--- src/design/xy_pkg.sv ---
`default_nettype none

package xy_pkg;

   // ----------------------------------------
   // coordinate widths
   // ----------------------------------------

   // one axis, one nibble of the target word
   localparam int COORD_W   = 4;
   // top of the coordinate range, bounds random targets
   localparam int COORD_MAX = (1 << COORD_W) - 1;

   // position or target on a single axis
   typedef logic [COORD_W-1:0] coord_t;

   // ----------------------------------------
   // controller FSM states
   // ----------------------------------------
   typedef enum logic [2:0] {
      ST_INIT,    // one cycle, clears both axes
      ST_IDLE,    // waits for a motion edge
      ST_LOAD,    // captures both target nibbles
      ST_MOVE_X,  // steps x toward its target
      ST_MOVE_Y,  // then y
      ST_DONE     // holds until motion drops
   } xy_state_t;

endpackage

`default_nettype wire

--- src/design/axis_if.sv ---
`timescale 1ns/1ns
`default_nettype none

// controller to stepper link for one axis
interface axis_if;

   // strobes from the controller
   logic clear;   // zero target and position
   logic load;    // capture target nibble
   logic step;    // move position by one
   logic up;      // step direction, 1 counts up

   // compare status back from the axis
   logic eq;      // position == captured target
   logic lt;      // position <  captured target

   // controller side
   modport ctrl (
      output clear, load, step, up,
      input  eq, lt
   );

   // axis side
   modport axis (
      input  clear, load, step, up,
      output eq, lt
   );

endinterface

`default_nettype wire

--- src/design/axis_stepper.sv ---
`timescale 1ns/1ns
`default_nettype none

module axis_stepper (
   input  logic           clk,
   input  logic           rst_n,
   axis_if.axis           ax,
   input  xy_pkg::coord_t target,
   output xy_pkg::coord_t pos
);

   import xy_pkg::*;

   // ----------------------------------------
   // registers
   // ----------------------------------------
   coord_t target_q;   // captured target
   coord_t pos_q;      // current position

   // target capture
   // clear wins over load
   always_ff @(posedge clk) begin
      if (!rst_n || ax.clear) begin
         target_q <= '0;
      end else if (ax.load) begin
         target_q <= target;
      end
   end

   // up/down position counter
   // clear also wins over step
   always_ff @(posedge clk) begin
      if (!rst_n || ax.clear) begin
         pos_q <= '0;
      end else if (ax.step) begin
         if (ax.up) begin
            pos_q <= pos_q + coord_t'(1);
         end else begin
            pos_q <= pos_q - coord_t'(1);
         end
      end
   end

   // ----------------------------------------
   // compare
   // ----------------------------------------

   // against the captured copy, never the live input
   // so target changes during a move are ignored
   always_comb begin
      ax.eq = (pos_q == target_q);
      ax.lt = (pos_q <  target_q);
   end

   // position out to the top level nibble
   assign pos = pos_q;

endmodule

`default_nettype wire

--- src/design/motion_sync.sv ---
`timescale 1ns/1ns
`default_nettype none

module motion_sync (
   input  logic clk,
   input  logic rst_n,
   input  logic motion,
   output logic start,
   output logic motion_lvl
);

   // ----------------------------------------
   // two-flop synchronizer
   // ----------------------------------------
   logic meta_q;   // first stage, may go metastable
   logic sync_q;   // second stage, safe to use
   logic prev_q;   // sync_q one cycle late, for edge detect

   always_ff @(posedge clk) begin
      if (!rst_n) begin
         meta_q <= 1'b0;
         sync_q <= 1'b0;
         prev_q <= 1'b0;
      end else begin
         meta_q <= motion;
         sync_q <= meta_q;
         prev_q <= sync_q;
      end
   end

   // ----------------------------------------
   // outputs
   // ----------------------------------------

   // level, releases the done state
   assign motion_lvl = sync_q;

   // rising edge only, so a held level gives one move
   assign start = sync_q & ~prev_q;

endmodule

`default_nettype wire

--- src/design/xy_controller.sv ---
`timescale 1ns/1ns
`default_nettype none

module xy_controller (
   input  logic clk,
   input  logic rst_n,
   input  logic start,
   input  logic motion_lvl,
   axis_if.ctrl ax_x,
   axis_if.ctrl ax_y,
   output logic busy,
   output logic done
);

   import xy_pkg::*;

   xy_state_t state_q;
   xy_state_t state_d;

   // ----------------------------------------
   // state register
   // ----------------------------------------

   // reset lands in init, which clears the axes once
   always_ff @(posedge clk) begin
      if (!rst_n) begin
         state_q <= ST_INIT;
      end else begin
         state_q <= state_d;
      end
   end

   // ----------------------------------------
   // next state
   // ----------------------------------------
   always_comb begin
      state_d = state_q;
      unique case (state_q)
         ST_INIT: begin
            state_d = ST_IDLE;
         end
         ST_IDLE: begin
            // only a fresh edge starts a move
            if (start) begin
               state_d = ST_LOAD;
            end
         end
         ST_LOAD: begin
            state_d = ST_MOVE_X;
         end
         ST_MOVE_X: begin
            // x finished, hand over to y
            if (ax_x.eq) begin
               state_d = ST_MOVE_Y;
            end
         end
         ST_MOVE_Y: begin
            if (ax_y.eq) begin
               state_d = ST_DONE;
            end
         end
         ST_DONE: begin
            // hold result until motion released
            if (!motion_lvl) begin
               state_d = ST_IDLE;
            end
         end
         default: begin
            state_d = ST_INIT;
         end
      endcase
   end

   // ----------------------------------------
   // axis strobes
   // ----------------------------------------

   // both axes share clear and load
   assign ax_x.clear = (state_q == ST_INIT);
   assign ax_y.clear = (state_q == ST_INIT);
   assign ax_x.load  = (state_q == ST_LOAD);
   assign ax_y.load  = (state_q == ST_LOAD);

   // step only in the active axis state, and only while not there yet
   assign ax_x.step  = (state_q == ST_MOVE_X) && !ax_x.eq;
   assign ax_y.step  = (state_q == ST_MOVE_Y) && !ax_y.eq;

   // direction follows the compare, always toward target
   assign ax_x.up    = ax_x.lt;
   assign ax_y.up    = ax_y.lt;

   // ----------------------------------------
   // status
   // ----------------------------------------

   // busy covers capture and both moves
   assign busy = (state_q == ST_LOAD)   ||
                 (state_q == ST_MOVE_X) ||
                 (state_q == ST_MOVE_Y);

   // done rises as busy falls
   assign done = (state_q == ST_DONE);

endmodule

`default_nettype wire

--- src/design/xy_positioner_top.sv ---
`timescale 1ns/1ns
`default_nettype none

module xy_positioner_top (
   input  logic       clk,
   input  logic       rst_n,
   input  logic [7:0] target,   // x in 7:4, y in 3:0
   input  logic       motion,   // async level
   output logic [7:0] pos,      // x in 7:4, y in 3:0
   output logic       busy,
   output logic       done
);

   import xy_pkg::*;

   // ----------------------------------------
   // internal wiring
   // ----------------------------------------
   logic   start;        // one cycle pulse on motion rise
   logic   motion_lvl;   // synchronized motion level
   coord_t pos_x;
   coord_t pos_y;

   // one link per axis
   axis_if ax_x ();
   axis_if ax_y ();

   // motion input into the clock domain
   motion_sync u_sync (
      .clk        (clk),
      .rst_n      (rst_n),
      .motion     (motion),
      .start      (start),
      .motion_lvl (motion_lvl)
   );

   // sequencer
   xy_controller u_ctrl (
      .clk        (clk),
      .rst_n      (rst_n),
      .start      (start),
      .motion_lvl (motion_lvl),
      .ax_x       (ax_x.ctrl),
      .ax_y       (ax_y.ctrl),
      .busy       (busy),
      .done       (done)
   );

   // x axis, upper nibble
   axis_stepper u_axis_x (
      .clk    (clk),
      .rst_n  (rst_n),
      .ax     (ax_x.axis),
      .target (target[7:4]),
      .pos    (pos_x)
   );

   // y axis, lower nibble
   axis_stepper u_axis_y (
      .clk    (clk),
      .rst_n  (rst_n),
      .ax     (ax_y.axis),
      .target (target[3:0]),
      .pos    (pos_y)
   );

   assign pos = {pos_x, pos_y};

endmodule

`default_nettype wire

--- config.mk ---
export PLATFORM = sky130hd
export DESIGN_NAME = xy_positioner_top
export DESIGN_NICKNAME = d
export VERILOG_FILES = /design/src/design/xy_pkg.sv /design/src/design/axis_if.sv /design/src/design/axis_stepper.sv /design/src/design/motion_sync.sv /design/src/design/xy_controller.sv /design/src/design/xy_positioner_top.sv
export SDC_FILE = /design/constraint.sdc
export NUM_CORES = 1
export LEC_CHECK = 0
export ABC_AREA = 1
export BUFFER_PORTS_ARGS = -buffer_cell sky130_fd_sc_hd__buf_4
export CAP_MARGIN = 25
export CORE_UTILIZATION = 55
export DETAILED_ROUTE_END_ITERATION = 16
export PLACE_DENSITY = 0.78
export SETUP_SLACK_MARGIN = 0.1
export SYNTH_ARGS = -nofsm -noshare
export SYNTH_HDL_FRONTEND = slang
export SYNTH_SLANG_ARGS = --single-unit
export TNS_END_PERCENT = 100
--- constraint.sdc ---
create_clock -name clk -period 2.2 [get_ports clk]
set_input_delay 0.33 -clock clk [delete_from_list [all_inputs] [get_ports clk]]
set_output_delay 0.33 -clock clk [all_outputs]
set_load 0.03 [all_outputs]
# Word level (Yosys, flattened, before mapping)
# Index checks and enable logic that the tools add are counted.
[classes] n_bitwise=2 add_sub_neg=4 muxes=7 n_eq_ne=11 reduce_logical=10 magnitude_cmp=2
[ops] operator="one-hot mux 3 bit (6 select lines)" n=1
[ops] operator="two-way mux 3 bit" n=4
[ops] operator="adder 4 x 1 -> 4 bit, second input constant" n=2
[ops] operator="equality test 4 bit" n=2
[ops] operator="< comparator 4 bit" n=2
[ops] operator="two-way mux 4 bit" n=2
[ops] operator="subtractor 4 x 1 -> 4 bit, second input constant" n=2
[ops] operator="equality test 3 x 2 -> 1 bit, second input constant" n=2
[ops] operator="equality test 3 bit, second input constant" n=2
[ops] operator="!= test 2 x 1 -> 1 bit, second input constant" n=2
[ops] operator="!= test 2 bit, second input constant" n=2
[ops] operator="AND reduction 4 bit" n=1
[ops] operator="equality test 3 x 1 -> 1 bit, second input constant" n=1
[ops] operator="logical NOT 1 bit" n=3
[ops] operator="logical NOT 3 bit" n=1
[ops] operator="logical OR 1 bit" n=3
[ops] operator="logical AND 1 bit" n=2
[ops] operator="AND 1 bit" n=1
[ops] operator="NOT 1 bit" n=1
[word_totals] in_bits=11 output_inout_bits=10 register_bits=22 word_cells=44

# Logic depth before layout (Yosys ltp)
# Gate-level depths: netlist of run 1.
[depth] word_depth=4 ltp_mapped=17 ltp_nobuf=17

# Cells and area by module
# Synthesis of run 1 repeated with hierarchy kept, for this count alone.
[unflattened] cells_unflattened=194 area_unflattened_um2=1356.3
[modules_own_cells] module="axis_stepper" n_inst=2 seq_area_each_um2=160.2 cells_per_inst=67 area_per_inst_um2=483.0
[modules_own_cells] module="xy_controller" n_inst=1 seq_area_each_um2=60.1 cells_per_inst=49 area_per_inst_um2=297.8
[modules_own_cells] module="motion_sync" n_inst=1 seq_area_each_um2=60.1 cells_per_inst=11 area_per_inst_um2=92.6

# Least setup slack after synthesis of run 1
# No wires, ideal clock.
[synth_timing] kind="register to register" startpoint="register u_axis_y.pos_q[2] (netlist: u_axis_y.pos[2])" endpoint="register u_axis_y.pos_q[3] (netlist: u_axis_y.pos[3])" required_time_ns=2.090 setup_slack_ns=0.074 setup_time_ns=0.110 synth_period_minus_slack_ns=2.126 arrival_time_ns=2.016 stages_incl_launch_ff=15 n_path_buf=0 path_cell_list="dfxtp_1 > ha_1 > nand2_1 > inv_1 > nand2_1 > nand2_1 > ha_1 > nand2_1 > nand2_1 > nor2_1 > nand3_1 > nand3_1 > nand2_1 > inv_1 > nor2_1"
[synth_via] elab_chain_len=3 word_cells_on_any_way=7 cone_classes="2 x add/sub; 1 x order compare; 1 x eq/ne; 1 x mux; 2 x reduce/logical"
[synth_lines] element="from (decl)" line_no="axis_stepper.sv:18" rtl="coord_t pos_q;"
[synth_lines] element="from (signal assigned)" line_no="axis_stepper.sv:37" rtl="pos_q <= pos_q + coord_t'(1);"
[synth_lines] element="from (signal assigned)" line_no="axis_stepper.sv:39" rtl="pos_q <= pos_q - coord_t'(1);"
[synth_lines] element="parallel branches: the longest is 3 deep, another holds subtractor 4 x 1 -> 4 bit"
# Parallel ways; which one is timed is not known.
# A chain may end at the register's enable or synchronous reset.

# Final worst setup path of run 1
[layout_timing] startpoint="register u_axis_y.target_q[1]" endpoint="register u_axis_y.pos_q[3] (netlist: u_axis_y.pos[3])"
[layout_via] elab_chain_len=3 word_cells_on_any_way=5 cone_classes="1 x order compare; 1 x eq/ne; 1 x mux; 2 x reduce/logical"
[layout_lines] element="from (decl)" line_no="axis_stepper.sv:17" rtl="coord_t target_q;"
[layout_lines] element="from (signal assigned)" line_no="axis_stepper.sv:26" rtl="target_q <= target;"
[layout_lines] element="parallel branches: the longest is 3 deep, another holds < comparator 4 bit"
# Parallel ways; which one is timed is not known.

==> flow_metrics.py, run 1 <==
metrics = {
    "clock_tree": {
        "cts.sinks": 22,
        "cts_tree": "built",
        "cts.clk_slew.worst_paths_ps": 120,
        "cts-root-buf": "clkbuf_4",
        "cts_max_level": 1,
        "clock_latency_ps": 300,
        "cts_buffer_depth": 2,
        "cts_made_buffers": 3,
    },
    "power_and_ir_drop": {
        "seq_power_share_pct": 45.3,
        "power_switching_mw": 0.3417,
        "p_int_mw": 0.6305,
        "p_leak_nw": 0.7827,
        "power_frac_clock_pct": 18.6,
        "power_frac_comb_pct": 36.1,
        "switching_share_pct": 35.15,
        "powerDensity_nw_per_um2": 592.7,
        "vdd_drop_max_uv": 423.4,
        "p_total_mw": 0.9722,
    },
    "placed_design": {
        "portBuffers": 20,
        "place_area_sq_um": 1491,
        "globalplace.congestion": 0.7823,
        "place_inst": 223,
        "dp_slack_ps": 109.5,
        "dp_hpwl_um": 1891,
    },
    "drt": {
        "dr.pass1.iters": 4,
        "ant_nets": 0,
        "viasPerCell": 4.983,
        "wl_met2_um": 1333,
        "drc": 0,
        "routed-wl-met3_um": 50,
        "routed_wl_um": 2573,
        "wl_met1_um": 1163,
        "routed.top_layer": "met4",
        "avgRoutedWirePerCell_um": 11.14,
        "initialDrtViolationCount": 5,
        "vias": 1151,
    },
    "critical_path": {
        "crit_arrival_ps": 2250,
        "path_max_fanout": 3,
        "slowest_delay_ps": 330,
        "crit_chain": "inv_1, ha_1, nand2_1, nand2_1, nand2_2, nand2_2, ha_1, nand2_1, nor2_1, nor2_1, inv_1, nand2_1, nand3_1, nand2_1, inv_1, nor2_1",
        "crit_buf_inv": 3,
        "ff2ff_path_depth": 16,
        "r2r_slack_ps": 200,
        "cp_slowest_cell": "dfxtp_2",
        "timing.rr.start": "u_axis_y.target_q[1]$_SDFFE_PP0P_",
        "r2r_end": "u_axis_y.pos[3]$_SDFFE_PP0P_",
        "critPathCaptureType": "flip-flop",
        "crit_type": "reg2reg",
        "cp-start-kind": "flip-flop",
        "required_ps": 2450,
        "crit_top_cell": "nand2_1",
        "path_delay_family": "simple AND/OR/NAND/NOR gates",
    },
    "logic_synthesis": {
        "synth_mux_area_share_pct": 0,
        "yosysSeqAreaShare_pct": 33.72,
        "avgSynthCellArea_sq_um": 7.464,
        "synth_xor_area_share_pct": 1.341,
        "yosys-top-cells-area": "dfxtp_1 (34%), ha_1 (11%), nand2_1 (9.8%)",
        "synth-seq-cells": 22,
        "synth-simple-area-share_pct": 23.37,
        "ys_types": 24,
        "synth_top_area_share_pct": 33.72,
        "synth-compound-area-share_pct": 15.33,
        "syn-num-nets": 200,
        "synth_top_family_by_area": "simple AND/OR/NAND/NOR gates",
        "yosys.area.top_type": "dfxtp_1",
        "yosysWarningCount": 0,
        "syn_inst": 175,
        "syn_area_sq_um": 1306,
        "synth_fa_ha_area_share_pct": 14.56,
    },
    "cells_and_area": {
        "finalInstanceArea_sq_um": 1640,
        "multi_input_area_sq_um": 794.5,
        "diodes": 0,
        "ff_latch_area_sq_um": 451.7,
        "area_growth_pct": 25.57,
        "post_route_cells_drive_above_1_share_pct": 36.45,
        "final_cell_mix": "inv_1 (27), nand2_1 (27), buf_4 (27)",
        "fill_cells": 183,
        "num-nets-final": 230,
        "finalNonFillerCells": 231,
    },
    "sta": {
        "period_share_pct": 90.94,
        "rsz0062_at_grt": "true",
        "skew_ps": 4.548,
        "hold_violations": 0,
        "hold-worst-slack_ps": 203.6,
        "maxSlewViolCount": 0,
        "period_needed_ps": 2001,
        "relSlewSlack_pct": 80.12,
        "layout_setup_ws_ps": 199.3,
        "worst_pin_slew_ps": 297.1,
        "max_freq_mhz": 499.8,
        "setup_viol": 0,
    },
    "hold_path": {
        "min-delay-start": "motion",
        "whs_path_depth": 3,
        "whs_endpoint": "u_sync.meta_q$_SDFF_PN0_",
        "hold_path.class": "in2reg",
    },
    "die": {
        "num_rows": 17,
        "coreArea_sq_um": 2233,
        "ios": 21,
        "die_y_um": 50.74,
        "initial_core_util_pct": 58.49,
        "die_width_um": 50.74,
        "die_area_sq_um": 2574,
    },
    "global_routing": {
        "grt_start_max_net_pins": 17,
        "overflow": 0,
        "grt_use_total_pct": 21.79,
        "antenna_found_initial": 0,
        "grt_pass1_wl_um": 4243,
        "first_global_vias": 1063,
    },
    "run": {
        "maxCapViolCount": 0,
    },
    "status": {
        "run_status": "finished, final reports clean",
    },
}
-- worst max path at each step --
stage                                                 start                            to  cells after the start
after floorplan                u_axis_y.pos[1]$_SDFFE_PP0P_  u_axis_y.pos[3]$_SDFFE_PP0P_                     14
final                     u_axis_y.target_q[1]$_SDFFE_PP0P_  u_axis_y.pos[3]$_SDFFE_PP0P_                     16
after global routing      u_axis_y.target_q[1]$_SDFFE_PP0P_  u_axis_y.pos[3]$_SDFFE_PP0P_                     16
after detailed placement  u_axis_x.target_q[3]$_SDFFE_PP0P_  u_axis_x.pos[3]$_SDFFE_PP0P_                     15
after global placement         u_axis_x.pos[3]$_SDFFE_PP0P_  u_axis_x.pos[3]$_SDFFE_PP0P_                     14
after CTS                      u_axis_x.pos[2]$_SDFFE_PP0P_  u_axis_x.pos[3]$_SDFFE_PP0P_                     15
-- logic make-up (layout without fill, tap and decap cells) --
kind of cell / count (synthesis) / in the layout
XOR/XNOR: 2 / 2
AND/OR/NAND/NOR: 70 / 70
adder cells (fa/ha/maj): 14 / 14
flip-flops: 22 / 22
buffers and inverters: 37 / 65
AO/OA/AOI/OAI: 30 / 30
-- routing by layer --
metal	vias up	global-route usage [%]
li1	607	-
met5	-	0
met4	0	6.944
met2	13	41.11
met1	527	25.00
met3	4	2.727
-- power by group through the flow --
| stage | Clock [mW] | Combinational [mW] | Sequential [mW] |
|---|---|---|---|
| final | 0.180 | 0.351 | 0.441 |
| after global routing | 0.200 | 0.399 | 0.444 |
| after CTS | 0.187 | 0.309 | 0.441 |
| after detailed placement | 0 | 0.291 | 0.449 |
| after global placement | 0 | 0.280 | 0.450 |
| after floorplan | 0 | 0.232 | 0.449 |
-- layout make-up --
cell class | count | share of cell area [%]
Multi-Input combinational cell | 116 | 48.44
Sequential cell | 22 | 27.54
Timing Repair Buffer | 27 | 12.36
Inverter | 35 | 8.162
Tap cell | 28 | 2.136
Clock buffer | 3 | 1.373
-- state kept, by name, indices dropped and copies added (netlist names) --
name / cells
u_ctrl.state_q: 3
u_axis_x.pos: 4
u_sync.prev_q: 1
u_axis_y.target_q: 4
u_axis_x.target_q: 4
u_sync.meta_q: 1
u_axis_y.pos: 4
u_sync.motion_lvl: 1
-- stage by stage --
step	TNS [ps]	util, %
after floorplan	0	-
after global placement	0	66.78
after detailed placement	0	66.78
after CTS	0	68.91
after global routing	-20.31	73.45
final	0	73.45
-- worst reg2reg max path: cells and delay by family (launching register included) --
family,cells,cell delay [ps]
adders and majority gates,2,560
buffers and inverters,3,170
DFF,1,330
and+or+nand+nor,11,900
-- synth_stat cells --
library cell and number:
a21boi_2 1, a21oi_1 13, buf_4 1, buf_6 1, dfxtp_1 22, fa_1 2
ha_1 12, inv_1 29, inv_2 5, inv_4 1, nand2_1 34, nand2_2 5
nand3_1 7, nand4_1 2, nor2_1 16, nor2_2 2, nor2_4 1, nor3_1 3
o21ai_0 7, o21ai_1 1, o21ai_2 5, o21ai_4 2, o21bai_1 1, xnor2_1 2
-- what timing repair did --
action                                  in CTS  in global routing
buffers inserted                             0                  5
pin swaps                                    0                  6
endpoints found under the hold margin        0                  0
gates resized for setup                      2                 19
hold buffers                                 0                  0
endpoints found under the setup margin       2                  2
No activity file was read; power rests on OpenSTA's default activity.
==> run 2, diff against run 1 <==
CELL_PAD_IN_SITES_DETAIL_PLACEMENT = 1   (was unset)
CELL_PAD_IN_SITES_GLOBAL_PLACEMENT = 1   (was unset)
CORE_UTILIZATION = 40   (was 55)
PLACE_DENSITY = unset   (was 0.78)
PLACE_DENSITY_LB_ADDON = 0.1   (was unset)
==> flow_metrics.py, run 2 (synthesis results as in run 1) <==
metrics = {
    "run": {
        "maxCapViolCount": 0,
    },
    "clock_tree": {
        "cts_made_buffers": 3,
        "hold_buffers": 0,
        "clock_latency_ps": 310,
        "cts_max_level": 1,
        "cts_buffer_depth": 2,
        "cts.sinks": 22,
        "cts_tree": "built",
        "cts-root-buf": "clkbuf_4",
        "cts.clk_slew.worst_paths_ps": 120,
    },
    "global_routing": {
        "grt_start_max_net_pins": 17,
        "grt_use_total_pct": 19.56,
        "antenna_found_initial": 0,
        "first_global_vias": 1160,
        "overflow": 0,
        "grt_pass1_wl_um": 5140,
    },
    "drt": {
        "avgRoutedWirePerCell_um": 13.40,
        "viasPerCell": 4.771,
        "drc": 0,
        "initialDrtViolationCount": 30,
        "dr.pass1.iters": 4,
        "ant_nets": 0,
        "routed_wl_um": 3336,
        "vias": 1188,
    },
    "critical_path": {
        "cp-startpoint": "u_axis_y.target_q[1]$_SDFFE_PP0P_",
        "critPathCaptureType": "flip-flop",
        "ff2ff_path_depth": 16,
        "r2r_end": "u_axis_y.pos[3]$_SDFFE_PP0P_",
        "required_ps": 2450,
        "crit_type": "reg2reg",
        "timing.rr.start": "u_axis_y.target_q[1]$_SDFFE_PP0P_",
        "r2r_slack_ps": 190,
        "cp-start-kind": "flip-flop",
        "crit_arrival_ps": 2260,
        "crit_end": "u_axis_y.pos[3]$_SDFFE_PP0P_",
        "path_max_fanout": 4,
    },
    "sta": {
        "hold-worst-slack_ps": 196.6,
        "setup_viol": 0,
        "tns_ps": 0,
        "relSlewSlack_pct": 77.96,
        "period_share_pct": 91.42,
        "max_freq_mhz": 497.2,
        "period_needed_ps": 2011,
        "hold_violations": 0,
        "skew_ps": 6.148,
        "maxSlewViolCount": 0,
        "rsz0062_at_grt": "true",
        "worst_pin_slew_ps": 329.4,
    },
    "cells_and_area": {
        "final_cell_mix": "buf_4 (28), inv_1 (27), nand2_1 (25)",
        "post_route_cells_drive_above_1_share_pct": 39.51,
        "num-nets-final": 231,
        "final_common_cell": "buf_4",
        "area_growth_pct": 32.66,
        "diodes": 0,
        "fill_cells": 397,
        "fin_util_pct": 56.30,
        "finalNonFillerCells": 249,
    },
    "power_and_ir_drop": {
        "p_int_mw": 0.6848,
        "seq_power_share_pct": 41.3,
        "power_frac_comb_pct": 37.4,
        "power_frac_clock_pct": 21.4,
        "vdd_drop_max_uv": 243.2,
        "p_total_mw": 1.066,
        "power_switching_mw": 0.3812,
        "p_leak_nw": 0.8010,
        "switching_share_pct": 35.76,
        "powerDensity_nw_per_um2": 615.1,
    },
    "die": {
        "coreArea_sq_um": 3078,
        "initial_core_util_pct": 42.44,
        "die_area_sq_um": 3498,
        "num_rows": 20,
        "ios": 21,
        "die_width_um": 59.15,
        "die_y_um": 59.15,
    },
    "placed_design": {
        "portBuffers": 20,
        "place_inst": 239,
        "globalplace.congestion": 0.8346,
        "dp_hpwl_um": 2379,
    },
    "hold_path": {
        "hold_path.class": "in2reg",
    },
    "status": {
        "run_status": "finished, final reports clean",
    },
}
[run 2: cell types whose count changed in the layout (fill, tap and decap cells not counted), sizes merged]
| cell | previous run | this run |
|---|---|---|
| clkbuf | 3 | 4 |
| buf | 27 | 28 |
[run 2: worst min path at each step]
stage | depth (start not counted) | slack [ps] | from | end
2_1_floorplan | 2 | 390 | u_sync.meta_q$_SDFF_PN0_ | u_sync.motion_lvl$_SDFF_PN0_
3_3_place_gp | 2 | 400 | u_sync.meta_q$_SDFF_PN0_ | u_sync.motion_lvl$_SDFF_PN0_
3_5_place_dp | 2 | 400 | u_sync.meta_q$_SDFF_PN0_ | u_sync.motion_lvl$_SDFF_PN0_
4_1_cts | 3 | 190 | motion | u_sync.meta_q$_SDFF_PN0_
5_1_grt | 3 | 170 | motion | u_sync.meta_q$_SDFF_PN0_
6_report | 3 | 200 | motion | u_sync.meta_q$_SDFF_PN0_
[run 2: layout make-up]
type / instances / area [sq um] / area share (%)
Multi-Input combinational cell: 116 / 838.3 / 48.38
Timing Repair Buffer: 28 / 210.2 / 12.13
Clock buffer: 4 / 36.28 / 2.094
Sequential cell: 22 / 456.7 / 26.35
Inverter: 35 / 136.4 / 7.870
Tap cell: 44 / 55.05 / 3.177
[run 2: power by group through the flow]
| stage | Combinational, mW | Sequential [mW] | Clock [mW] |
|---|---|---|---|
| after global placement | 0.290 | 0.449 | 0 |
| final | 0.399 | 0.440 | 0.228 |
| after CTS | 0.333 | 0.443 | 0.237 |
| after floorplan | 0.232 | 0.449 | 0 |
| after global routing | 0.447 | 0.443 | 0.256 |
| after detailed placement | 0.309 | 0.451 | 0 |
[run 2: metrics by stage]
stage	worst slack (ps)	instance area [sq um]
after floorplan	103.6	1310
after global placement	142.6	1511
after detailed placement	47.03	1511
after CTS	70.20	1579
after global routing	30.81	1733
final	188.8	1733
[run 2: metal layers]
layer	vias up	track usage [%]	share of wire, %
met5	-	0	0
met4	0	5.102	1.3
met3	4	2.620	2.6
met2	21	35.71	53
met1	552	23.99	43
li1	611	-	-
[run 2: what timing repair did]
| item | in CTS | in global routing |
|---|---|---|
| buffers inserted | 0 | 6 |
| hold endpoints to repair | 0 | 0 |
| endpoints found under the setup margin | 2 | 3 |
| resized for setup | 5 | 26 |
| pin swaps | 0 | 8 |
[run 2: worst max-delay path: stages (launching register included)]
cell and delay [ps]:
dfxtp_2 330, inv_1 120, ha_4 220, nand2_1 70
nand2_1 70, nand2_2 90, nand2_4 80, ha_1 290
nand2_1 60, nor2_1 40, nor2_1 160, inv_1 70
nand2_1 90, nand3_1 80, nand2_1 70, inv_1 40
nor2_1 80
==> run 3, diff against run 2 <==
CORE_ASPECT_RATIO = 1.1   (was unset)
GPL_TIMING_DRIVEN = 0   (was unset)
==> flow_metrics.py, run 3 (synthesis results as in run 1) <==
metrics = {
    "sta": {
        "period_share_pct": 89.98,
        "rsz0062_at_grt": "false",
        "maxSlewViolCount": 0,
        "hold_violations": 0,
        "max_freq_mhz": 505.1,
        "worst_pin_slew_ps": 273.5,
        "relSlewSlack_pct": 81.70,
        "setup_viol": 0,
        "hold-worst-slack_ps": 179.7,
        "tns_ps": 0,
        "period_needed_ps": 1980,
        "skew_ps": 3.894,
    },
    "clock_tree": {
        "cts_tree": "built",
        "cts_buffer_depth": 2,
        "hold_buffers": 0,
        "cts_made_buffers": 3,
        "cts-root-buf": "clkbuf_4",
        "cts_max_level": 1,
        "cts.sinks": 22,
        "cts.clk_slew.worst_paths_ps": 130,
        "clock_latency_ps": 320,
    },
    "power_and_ir_drop": {
        "p_total_mw": 1.061,
        "power_switching_mw": 0.3871,
        "p_leak_nw": 0.8176,
        "power_frac_comb_pct": 36.5,
        "powerDensity_nw_per_um2": 604.2,
        "switching_share_pct": 36.50,
        "seq_power_share_pct": 41.2,
        "p_int_mw": 0.6735,
        "vdd_drop_max_uv": 325.4,
        "power_frac_clock_pct": 22.4,
    },
    "cells_and_area": {
        "post_route_cells_drive_above_1_share_pct": 40.58,
        "num-nets-final": 233,
        "finalInstanceArea_sq_um": 1755,
        "final_cell_mix": "buf_4 (29), inv_1 (26), nand2_1 (26)",
        "area_growth_pct": 34.39,
        "finalNonFillerCells": 241,
        "final_common_cell": "buf_4",
        "diodes": 0,
        "fill_cells": 378,
    },
    "drt": {
        "vias": 1219,
        "dr.pass1.iters": 4,
        "ant_nets": 0,
        "initialDrtViolationCount": 20,
        "drc": 0,
        "wl_met1_um": 1455,
        "routed_wl_um": 3463,
        "avgRoutedWirePerCell_um": 14.37,
        "routed.top_layer": "met4",
        "wl_met2_um": 1898,
        "routed-wl-met3_um": 68,
        "viasPerCell": 5.058,
    },
    "placed_design": {
        "place_inst": 229,
        "globalplace.congestion": 0.7347,
        "place_area_sq_um": 1503,
        "portBuffers": 20,
        "dp_hpwl_um": 2303,
    },
    "critical_path": {
        "cp_slowest_cell": "dfxtp_1",
        "slowest_delay_ps": 320,
        "required_ps": 2440,
        "crit_chain": "inv_1, ha_4, nand2_2, inv_1, nand2_2, nand2_4, ha_1, nand2_1, nor2_1, nor2_1, nand3_1, nand3_1, nand2_1, inv_1, nor2_1",
        "cp-start-kind": "flip-flop",
        "ff2ff_path_depth": 15,
        "r2r_slack_ps": 220,
        "r2r_end": "u_axis_x.pos[3]$_SDFFE_PP0P_",
        "crit_arrival_ps": 2220,
        "path_max_fanout": 4,
        "timing.rr.start": "u_axis_x.target_q[2]$_SDFFE_PP0P_",
        "critPathCaptureType": "flip-flop",
        "crit_type": "reg2reg",
    },
    "die": {
        "die_area_sq_um": 3498,
        "num_rows": 21,
        "die_width_um": 56.49,
        "initial_core_util_pct": 42.49,
        "coreArea_sq_um": 3074,
        "ios": 21,
        "die_y_um": 61.94,
    },
    "status": {
        "run_status": "finished, final reports clean",
    },
    "hold_path": {
        "min-delay-start": "motion",
        "whs_endpoint": "u_sync.meta_q$_SDFF_PN0_",
        "hold_path.class": "in2reg",
        "whs_path_depth": 3,
    },
    "global_routing": {
        "grt_pass1_wl_um": 5037,
        "first_global_vias": 1184,
        "antenna_found_initial": 0,
        "grt_start_max_net_pins": 13,
        "overflow": 0,
        "grt_use_total_pct": 18.68,
    },
    "run": {
        "maxCapViolCount": 0,
    },
}
## run 3: cell count changes in the layout (fill, tap and decap cells not counted), sizes merged
cell	delta
buf	+2
## run 3: power groups by stage
stage,sequential [mW],clock (mW),combinational (mW)
after floorplan,0.449,0,0.232
after global placement,0.449,0,0.298
after detailed placement,0.450,0,0.313
after CTS,0.442,0.238,0.335
after global routing,0.440,0.252,0.429
final,0.437,0.237,0.387
## run 3: worst max-delay path by stage
stage | from | endpoint | slack [ps] | cells past startpoint
after floorplan | u_axis_y.pos[1]$_SDFFE_PP0P_ | u_axis_y.pos[3]$_SDFFE_PP0P_ | 100 | 14
after global routing | u_axis_y.pos[2]$_SDFFE_PP0P_ | u_axis_y.pos[3]$_SDFFE_PP0P_ | 60 | 15
after CTS | u_axis_y.pos[2]$_SDFFE_PP0P_ | u_axis_y.pos[3]$_SDFFE_PP0P_ | 140 | 15
after global placement | u_axis_x.target_q[3]$_SDFFE_PP0P_ | u_axis_x.pos[3]$_SDFFE_PP0P_ | 140 | 15
after detailed placement | u_axis_y.pos[3]$_SDFFE_PP0P_ | u_axis_y.pos[3]$_SDFFE_PP0P_ | 60 | 15
final | u_axis_x.target_q[2]$_SDFFE_PP0P_ | u_axis_x.pos[3]$_SDFFE_PP0P_ | 220 | 15
## run 3: critical path, delay by kind of cell, from the launching register on
family / cells / cell delay (ps)
buffers and inverters: 3 / 220
flip-flops: 1 / 320
adder cells (fa/ha/maj): 2 / 500
AND/OR/NAND/NOR: 10 / 840
## run 3: layer usage
layer | vias up | global-route usage (%)
met3 | 4 | 2.277
met2 | 13 | 34.96
met5 | - | 0
met1 | 591 | 21.34
li1 | 611 | -
met4 | 0 | 9.756
## run 3: cell type report
class	instances	area (sq um)	share of cell area [%]
plain buffers	2	18.77	1.069
repair buffers	28	210.2	11.97
multi-input cells	116	845.8	48.18
well taps	34	42.54	2.423
flip-flops and latches	22	462.9	26.37
clock buffers	4	36.28	2.067
inverters	35	138.9	7.912
## run 3: metrics by stage
| stage | utilization, % | setup WS [ps] |
|---|---|---|
| detailed placement | 48.88 | 64.96 |
| global route | 57.10 | 62.75 |
| floorplan | - | 103.6 |
| global placement | 48.88 | 142.5 |
| CTS | 51.20 | 140.5 |
| finish | 57.10 | 220.4 |
## run 3: what timing repair did
item / 4_1_cts / 5_1_grt
pin swaps: 1 / 6
resized for setup: 7 / 28
setup buffers: 0 / 8
endpoints found under the setup margin: 2 / 2
